## config.mk

```make
export PLATFORM = sky130hd
export DESIGN_NAME = ooo_commit_top
export DESIGN_NICKNAME = d
export VERILOG_FILES = /design/src/hw/ooo_types_pkg.sv /design/src/hw/ooo_ctrl_pkg.sv /design/src/hw/ooo_commit_top.sv /design/src/hw/arch_regfile.sv /design/src/hw/reorder_buffer.sv /design/src/hw/alias_table.sv
export SDC_FILE = /design/constraint.sdc
export NUM_CORES = 2
export LEC_CHECK = 0
export BUFFER_PORTS_ARGS = -buffer_cell sky130_fd_sc_hd__buf_2
export CORE_UTILIZATION = 68
export CTS_CLUSTER_DIAMETER = 30
export DETAILED_ROUTE_END_ITERATION = 7
export HOLD_SLACK_MARGIN = 0.02
export PLACE_DENSITY_LB_ADDON = 0.2
export SYNTH_ARGS = -nofsm -noshare
export SYNTH_HDL_FRONTEND = slang
export SYNTH_SLANG_ARGS = --single-unit
```

## constraint.sdc

```tcl
create_clock -name clk -period 12.63 [get_ports clk]
set_input_delay 0 -clock clk [delete_from_list [all_inputs] [get_ports clk]]
set_output_delay 0 -clock clk [all_outputs]
set_load 0.05 [all_outputs]
```

## src/hw/ooo_types_pkg.sv

```systemverilog
package ooo_types_pkg;

    localparam int xlen      = 32;
    localparam int reg_idx_w = 5;
    localparam int num_regs  = 2 ** reg_idx_w;
    localparam int rob_tag_w = 4;

    typedef logic [reg_idx_w-1:0] reg_idx_t;
    typedef logic [xlen-1:0]      data_t;
    typedef logic [xlen-1:0]      addr_t;
    typedef logic [rob_tag_w-1:0] rob_tag_t;

    // one instruction from the front end
    typedef struct packed {
        logic     valid;
        reg_idx_t rd;
        logic     is_store;
        logic     pred_taken;
        reg_idx_t rs1;
        reg_idx_t rs2;
    } dispatch_t;

    // result report from an execution unit
    typedef struct packed {
        logic     valid;
        rob_tag_t tag;
        data_t    data;
        logic     actual_taken;
        addr_t    target;
    } complete_t;

    // resolved source, tag is meaningful while not ready
    typedef struct packed {
        logic     ready;
        rob_tag_t tag;
        data_t    value;
    } operand_t;

    typedef struct packed {
        logic     valid;
        reg_idx_t rd;
        data_t    data;
        rob_tag_t tag;
    } commit_t;

endpackage
```

## src/hw/ooo_ctrl_pkg.sv

```systemverilog
package ooo_ctrl_pkg;

    // one entry per tag value
    localparam int rob_depth = 2 ** ooo_types_pkg::rob_tag_w;

    // must hold 0 .. rob_depth
    localparam int credit_w = $clog2(rob_depth + 1);

    typedef logic [credit_w-1:0] credit_t;

    // pc redirect after a mispredicted branch
    typedef struct packed {
        logic                 valid;
        ooo_types_pkg::addr_t target;
    } redirect_t;

    // store allowed to leave the store buffer
    typedef struct packed {
        logic                    valid;
        ooo_types_pkg::rob_tag_t tag;
    } store_release_t;

endpackage

```

## src/hw/ooo_commit_top.sv

```systemverilog
`timescale 1ns/10ps

module ooo_commit_top (
    input  logic                          clk,
    input  logic                          rst,
    input  ooo_types_pkg::dispatch_t      dispatch,
    input  ooo_types_pkg::complete_t      complete,
    output ooo_types_pkg::rob_tag_t       alloc_tag,
    output ooo_types_pkg::operand_t       src1,
    output ooo_types_pkg::operand_t       src2,
    output ooo_types_pkg::commit_t        commit,
    output ooo_ctrl_pkg::store_release_t  store_release,
    output ooo_ctrl_pkg::redirect_t       redirect,
    output ooo_ctrl_pkg::credit_t         credit_return
);

    ooo_types_pkg::rob_tag_t look1_tag;
    ooo_types_pkg::rob_tag_t look2_tag;
    logic                    rob1_done;
    logic                    rob2_done;
    ooo_types_pkg::data_t    rob1_data;
    ooo_types_pkg::data_t    rob2_data;
    ooo_types_pkg::data_t    rf1_data;
    ooo_types_pkg::data_t    rf2_data;
    logic                    flush;

    alias_table alias_table_inst (
        .clk       (clk),
        .rst       (rst),
        .dispatch  (dispatch),
        .alloc_tag (alloc_tag),
        .commit    (commit),
        .flush     (flush),
        .rob1_done (rob1_done),
        .rob1_data (rob1_data),
        .rob2_done (rob2_done),
        .rob2_data (rob2_data),
        .rf1_data  (rf1_data),
        .rf2_data  (rf2_data),
        .look1_tag (look1_tag),
        .look2_tag (look2_tag),
        .src1      (src1),
        .src2      (src2)
    );

    reorder_buffer reorder_buffer_inst (
        .clk           (clk),
        .rst           (rst),
        .dispatch      (dispatch),
        .complete      (complete),
        .look1_tag     (look1_tag),
        .look2_tag     (look2_tag),
        .alloc_tag     (alloc_tag),
        .rob1_done     (rob1_done),
        .rob1_data     (rob1_data),
        .rob2_done     (rob2_done),
        .rob2_data     (rob2_data),
        .commit        (commit),
        .store_release (store_release),
        .redirect      (redirect),
        .flush         (flush),
        .credit_return (credit_return)
    );

    arch_regfile arch_regfile_inst (
        .clk      (clk),
        .rst      (rst),
        .commit   (commit),
        .rs1      (dispatch.rs1),
        .rs2      (dispatch.rs2),
        .rf1_data (rf1_data),
        .rf2_data (rf2_data)
    );

endmodule

```

## src/hw/arch_regfile.sv

```systemverilog
`timescale 1ns/10ps

module arch_regfile (
    input  logic                    clk,
    input  logic                    rst,
    input  ooo_types_pkg::commit_t  commit,
    input  ooo_types_pkg::reg_idx_t rs1,
    input  ooo_types_pkg::reg_idx_t rs2,
    output ooo_types_pkg::data_t    rf1_data,
    output ooo_types_pkg::data_t    rf2_data
);

    ooo_types_pkg::data_t regs [1:ooo_types_pkg::num_regs-1];

    logic wr_en;

    // x0 commits are dropped here
    assign wr_en = commit.valid && (commit.rd != '0);

    always_ff @(posedge clk) begin
        if (rst) begin
            for (int i = 1; i < ooo_types_pkg::num_regs; i++) begin
                regs[i] <= '0;
            end
        end else if (wr_en) begin
            regs[commit.rd] <= commit.data;
        end
    end

    // write-through so a value is readable in its commit cycle
    function automatic ooo_types_pkg::data_t read_reg(input ooo_types_pkg::reg_idx_t idx);
        ooo_types_pkg::data_t value;
        if (idx == '0) begin
            value = '0;
        end else if (wr_en && (commit.rd == idx)) begin
            value = commit.data;
        end else begin
            value = regs[idx];
        end
        return value;
    endfunction

    always_comb begin
        rf1_data = read_reg(rs1);
    end

    always_comb begin
        rf2_data = read_reg(rs2);
    end

endmodule

```

## src/hw/reorder_buffer.sv

```systemverilog
`timescale 1ns/10ps

module reorder_buffer (
    input  logic                          clk,
    input  logic                          rst,
    input  ooo_types_pkg::dispatch_t      dispatch,
    input  ooo_types_pkg::complete_t      complete,
    input  ooo_types_pkg::rob_tag_t       look1_tag,
    input  ooo_types_pkg::rob_tag_t       look2_tag,
    output ooo_types_pkg::rob_tag_t       alloc_tag,
    output logic                          rob1_done,
    output ooo_types_pkg::data_t          rob1_data,
    output logic                          rob2_done,
    output ooo_types_pkg::data_t          rob2_data,
    output ooo_types_pkg::commit_t        commit,
    output ooo_ctrl_pkg::store_release_t  store_release,
    output ooo_ctrl_pkg::redirect_t       redirect,
    output logic                          flush,
    output ooo_ctrl_pkg::credit_t         credit_return
);

    ooo_types_pkg::rob_tag_t head;
    ooo_types_pkg::rob_tag_t tail;
    ooo_ctrl_pkg::credit_t   count;

    ooo_types_pkg::reg_idx_t ent_rd     [ooo_ctrl_pkg::rob_depth];
    logic                    ent_store  [ooo_ctrl_pkg::rob_depth];
    logic                    ent_pred   [ooo_ctrl_pkg::rob_depth];
    logic                    ent_done   [ooo_ctrl_pkg::rob_depth];
    ooo_types_pkg::data_t    ent_data   [ooo_ctrl_pkg::rob_depth];
    logic                    ent_actual [ooo_ctrl_pkg::rob_depth];
    ooo_types_pkg::addr_t    ent_target [ooo_ctrl_pkg::rob_depth];

    logic                    full;
    logic                    empty;
    logic                    do_alloc;
    logic                    do_retire;
    logic                    mispredict;
    logic                    cpl_in_range;
    logic                    cpl_accept;
    ooo_types_pkg::rob_tag_t cpl_offset;

    assign full  = (count == ooo_ctrl_pkg::credit_t'(ooo_ctrl_pkg::rob_depth));
    assign empty = (count == '0);

    // front end only dispatches while it holds a credit
    assign do_alloc  = dispatch.valid;
    assign alloc_tag = tail;

    assign do_retire  = !empty && ent_done[head];
    assign mispredict = do_retire && (ent_pred[head] != ent_actual[head]);
    assign flush      = mispredict;

    // distance from head tells whether the tag is still in flight
    assign cpl_offset   = complete.tag - head;
    assign cpl_in_range = ooo_ctrl_pkg::credit_t'(cpl_offset) < count;
    assign cpl_accept   = complete.valid && cpl_in_range && !ent_done[complete.tag];

    // done stays set after retirement until the slot is reused
    assign rob1_done = ent_done[look1_tag];
    assign rob1_data = ent_data[look1_tag];
    assign rob2_done = ent_done[look2_tag];
    assign rob2_data = ent_data[look2_tag];

    always_ff @(posedge clk) begin
        if (rst) begin
            head  <= '0;
            tail  <= '0;
            count <= '0;
        end else if (mispredict) begin
            // branch retires, all younger entries dropped
            head  <= head + 1'b1;
            tail  <= head + 1'b1;
            count <= '0;
        end else begin
            if (do_alloc) begin
                tail <= tail + 1'b1;
            end
            if (do_retire) begin
                head <= head + 1'b1;
            end
            count <= count + ooo_ctrl_pkg::credit_t'(do_alloc)
                           - ooo_ctrl_pkg::credit_t'(do_retire);
        end
    end

    always_ff @(posedge clk) begin
        if (rst) begin
            for (int i = 0; i < ooo_ctrl_pkg::rob_depth; i++) begin
                ent_done[i] <= 1'b0;
            end
        end else begin
            if (do_alloc) begin
                ent_done[tail] <= 1'b0;
            end
            if (cpl_accept) begin
                ent_done[complete.tag] <= 1'b1;
            end
        end
    end

    always_ff @(posedge clk) begin
        if (do_alloc) begin
            ent_rd[tail]    <= dispatch.rd;
            ent_store[tail] <= dispatch.is_store;
            ent_pred[tail]  <= dispatch.pred_taken;
        end
        if (cpl_accept) begin
            ent_data[complete.tag]   <= complete.data;
            ent_actual[complete.tag] <= complete.actual_taken;
            ent_target[complete.tag] <= complete.target;
        end
    end

    // retirement results, visible for one cycle
    always_ff @(posedge clk) begin
        commit.rd            <= ent_rd[head];
        commit.data          <= ent_data[head];
        commit.tag           <= head;
        store_release.tag    <= head;
        redirect.target      <= ent_target[head];
        if (rst) begin
            commit.valid        <= 1'b0;
            store_release.valid <= 1'b0;
            redirect.valid      <= 1'b0;
            credit_return       <= '0;
        end else begin
            commit.valid        <= do_retire && !ent_store[head];
            store_release.valid <= do_retire && ent_store[head];
            redirect.valid      <= mispredict;
            if (mispredict) begin
                // a same-cycle dispatch is flushed too
                credit_return <= count + ooo_ctrl_pkg::credit_t'(do_alloc);
            end else begin
                credit_return <= ooo_ctrl_pkg::credit_t'(do_retire);
            end
        end
    end

    a_no_dispatch_full: assert property (
        @(posedge clk) disable iff (rst) dispatch.valid |-> !full
    ) else $error("dispatch while reorder buffer is full");

    // flushed tags may still report during the redirect cycle
    a_complete_live: assert property (
        @(posedge clk) disable iff (rst)
        (complete.valid && !redirect.valid) |-> (cpl_in_range && !ent_done[complete.tag])
    ) else $error("completion to a free or already done entry");

endmodule

```

## src/hw/alias_table.sv

```systemverilog
`timescale 1ns/10ps

module alias_table (
    input  logic                      clk,
    input  logic                      rst,
    input  ooo_types_pkg::dispatch_t  dispatch,
    input  ooo_types_pkg::rob_tag_t   alloc_tag,
    input  ooo_types_pkg::commit_t    commit,
    input  logic                      flush,
    input  logic                      rob1_done,
    input  ooo_types_pkg::data_t      rob1_data,
    input  logic                      rob2_done,
    input  ooo_types_pkg::data_t      rob2_data,
    input  ooo_types_pkg::data_t      rf1_data,
    input  ooo_types_pkg::data_t      rf2_data,
    output ooo_types_pkg::rob_tag_t   look1_tag,
    output ooo_types_pkg::rob_tag_t   look2_tag,
    output ooo_types_pkg::operand_t   src1,
    output ooo_types_pkg::operand_t   src2
);

    logic [ooo_types_pkg::num_regs-1:0] busy;
    ooo_types_pkg::rob_tag_t            map_tag [ooo_types_pkg::num_regs];

    logic map_write;

    function automatic ooo_types_pkg::operand_t resolve(
        input logic                    mapped,
        input ooo_types_pkg::rob_tag_t tag,
        input logic                    done,
        input ooo_types_pkg::data_t    rob_data,
        input ooo_types_pkg::data_t    rf_data
    );
        ooo_types_pkg::operand_t op;
        op.tag = tag;
        if (!mapped) begin
            op.ready = 1'b1;
            op.value = rf_data;
        end else if (done) begin
            op.ready = 1'b1;
            op.value = rob_data;
        end else begin
            op.ready = 1'b0;
            op.value = '0;
        end
        return op;
    endfunction

    // x0 never gets a producer
    assign map_write = dispatch.valid && (dispatch.rd != '0) && !flush;

    assign look1_tag = map_tag[dispatch.rs1];
    assign look2_tag = map_tag[dispatch.rs2];

    assign src1 = resolve(busy[dispatch.rs1], look1_tag, rob1_done, rob1_data, rf1_data);
    assign src2 = resolve(busy[dispatch.rs2], look2_tag, rob2_done, rob2_data, rf2_data);

    always_ff @(posedge clk) begin
        if (rst || flush) begin
            busy <= '0;
        end else begin
            // only the youngest producer may release the register
            if (commit.valid && busy[commit.rd] && (map_tag[commit.rd] == commit.tag)) begin
                busy[commit.rd] <= 1'b0;
            end
            if (map_write) begin
                busy[dispatch.rd] <= 1'b1;
            end
        end
    end

    always_ff @(posedge clk) begin
        if (map_write) begin
            map_tag[dispatch.rd] <= alloc_tag;
        end
    end

endmodule

```

==> results.toml <==
[place]
place.gp.congestion = 0.9232
dpl_cell_area_mm2 = 0.1243
placedCellCount = 9631
dp_hpwl_um = 202000
pre_cts_ws_ns = 5.740
portBuffers = 252

[final_layout]
n_fill_cell = 8575
final_common_cell = "edfxtp_1"
fin_util = 0.8042
final_cells = 10660
areaGrowthSynthToFinish_pct = 17.21
design_area_mm2 = 0.1419
multi_input_area_mm2 = 0.04641
drive_above_1_share = 0.2856
final_cell_mix = "edfxtp_1, mux4_2, and2_1, mux2i_1, clkbuf_16"
nets = 8035
regArea_mm2 = 0.07213

[cts]
cts_hold_buf = 163
clock_latency_ns = 1.02
cts.htree.levels = 5
cts_tree = "done"
cts.reportedPaths.clkPinSlew_ns = 0.05
numClockSinks = 2450
cts-root-buf = "clkbuf_16"
clockBufferDepth = 4
cts_buffers = 473
cts_resized = 0
cts_setup_buffers = 0

[logic_synthesis]
syn_avg_cell_area_um2 = 16.05
yosys.cell_types.count = 68
ys_ff_latch = 2450
ys_seq_area_frac = 0.5954
ys.warnings.count = 0
ys_async_sr_fraction = 0
syn_area_mm2 = 0.1211
yosys_most_used_dff = "edfxtp_1"
synth_cells = 7546
synth_edf_count = 2304

[sta]
setup_viol = 0
rsz0062_at_grt = "no"
clock_skew_ns = 0.08045
setup_tns_ns = 0
max_freq_ghz = 0.1366
min_period_ns = 7.319
worst_pin_slew_ns = 1.529
report.final.slew_viol_count = 39
finalHoldViolCount = 0
setup_ws_ns = 5.311
max_slew_margin = -0.02041
fin_crit_sh = 0.5795

[floorplanning]
pin_count = 253
die_area_mm2 = 0.1798
rows = 154
fp.dieW_um = 424.0
core_region_area_mm2 = 0.1765
initial_core_util = 0.6862
chipHeight_um = 424.0

[route]
wl_per_cell_um = 37.13
wl_um = 396000
drt_iter0_drc = 13690
routed_via_density = 7.657
final_antenna_net_count = 0
dr_total_vias = 81650
dr.pass1.iters = 8
drc = 14

[critical_path]
path_class = "input port to output pin"
required_ns = 12.63
critPathCaptureType = "output pin"
startpoint_type = "input port"
path_max_fanout = 106
crit_arrival_ns = 7.32

[run]
maxCapViolCount = 1

[pwr]
p_leak_nw = 49.98
peakVddDrop_v = 0.0002217
p_switching_w = 0.005935
p_int_w = 0.01810
p_per_area_mw_per_mm2 = 169.3
power_frac_comb = 0.090
p_sw_frac = 0.2469
seqPwrFrac = 0.380
clkPwrFrac = 0.530

[global_routing]
grt_max_degree = 135
grt_overflow_total = 0
grt_pass1_wl_um = 567600
grt.total_usage = 0.4421
antenna_found_initial = 22
grt_pass1_vias = 82830

[run_status]
outcome = "finished with violations"
violations = "DRC, capacitance limit, slew limit"

[min_path]
hp-class = "input port to flop"
==> cells by family (layout without fill, tap and decap cells) <==
family / Yosys count / in the layout / synth area share
fa+ha+maj: 16 / 16 / 0.001715
xor+xnor: 31 / 31 / 0.002242
other cells: 1 / 44 / 0.00003096
buf+inv: 746 / 1480 / 0.02535
simple gates: 1823 / 1823 / 0.08208
compound gates: 814 / 814 / 0.04926
flops: 2450 / 2450 / 0.5954
mux: 1665 / 1665 / 0.2439
==> power groups by stage <==
stage / Clock (W) / Combinational (W) / Sequential (W)
final: 0.0127 / 0.00216 / 0.00913
after global routing: 0.0131 / 0.00220 / 0.00914
after CTS: 0.0127 / 0.00206 / 0.00913
after detailed placement: 0 / 0.00198 / 0.00927
after global placement: 0 / 0.00195 / 0.00925
after floorplan: 0 / 0.00134 / 0.00926
==> synthesized netlist by cell type (99+ instances only) <==
cell type,count,area [um2]
and2_1,997,6237
nor2_1,240,900.9
mux4_2,1021,22990
nand2_1,373,1400
a21oi_1,196,980.9
edfxtp_1,2304,69190
mux2i_1,575,5756
a22oi_1,100,750.7
buf_2,111,555.5
dfxtp_1,146,2923
a211oi_1,99,743.2
buf_1,110,412.9
clkbuf_1,459,1723
==> cell type report <==
| type | count | share of cell area |
|---|---|---|
| flip-flops and latches | 2450 | 0.5081 |
| repair buffers | 580 | 0.02985 |
| well taps | 2340 | 0.02063 |
| diodes | 8 | 0.0001410 |
| clock buffers | 552 | 0.08751 |
| multi-input cells | 4385 | 0.3270 |
| clock inverters | 309 | 0.02538 |
| inverters | 39 | 0.001384 |
==> sequential cells by signal, summed over array words and instances (netlist names), 32 cells and up, named ones only <==
register,flops
arch_regfile_inst.regs,1024
reorder_buffer_inst.ent_data,512
reorder_buffer_inst.ent_target,512
alias_table_inst.map_tag,128
reorder_buffer_inst.ent_rd,80
reorder_buffer_inst.commit,42
reorder_buffer_inst.redirect,33
alias_table_inst.busy,32
==> final timing paths <==
check / startpoint / endpoint / slack (ns) / cells after the start
max reg2reg: reorder_buffer_inst.head[1]$_SDFFE_PP0N_ / reorder_buffer_inst.ent_data[12][10]$_DFFE_PP_ / 6.82 / 13
max: dispatch[6] / src1[17] / 5.31 / 14
min: dispatch[16] / reorder_buffer_inst.ent_rd[12][4]$_DFFE_PP_ / 0.09 / 2
min reg2reg: alias_table_inst.busy[0]$_SDFF_PP0_ / alias_table_inst.busy[0]$_SDFF_PP0_ / 0.48 / 2
==> per-stage QoR <==
| step | total power [W] | hold WS, ns |
|---|---|---|
| 3_5_place_dp | 0.01125 | 0.3799 |
| 3_3_place_gp | 0.01121 | 0.3525 |
| 6_report | 0.02404 | 0.09005 |
| 4_1_cts | 0.02387 | 0.03544 |
| 2_1_floorplan | 0.01059 | 0.09887 |
| 5_1_grt | 0.02442 | 0.08269 |
==> critical path, cell delays in order <==
cell	delay [ns]
buf_8	0.65
buf_4	0.77
mux4_2	0.61
mux4_2	0.61
mux2i_4	0.20
buf_4	0.72
buf_4	0.84
buf_4	1.00
a21oi_1	0.13
a32oi_1	0.26
nand2_1	0.07
and3_1	0.24
o32ai_2	0.41
buf_2	0.36
==> layer usage <==
layer,wire length [um],global-route usage,part of all wire
met4,29450,0.2752,0.074
met1,123700,0.5517,0.31
met5,199,0,0.00050
met3,59710,0.1419,0.15
met2,182900,0.6766,0.46
No activity file was read; power rests on OpenSTA's default activity.
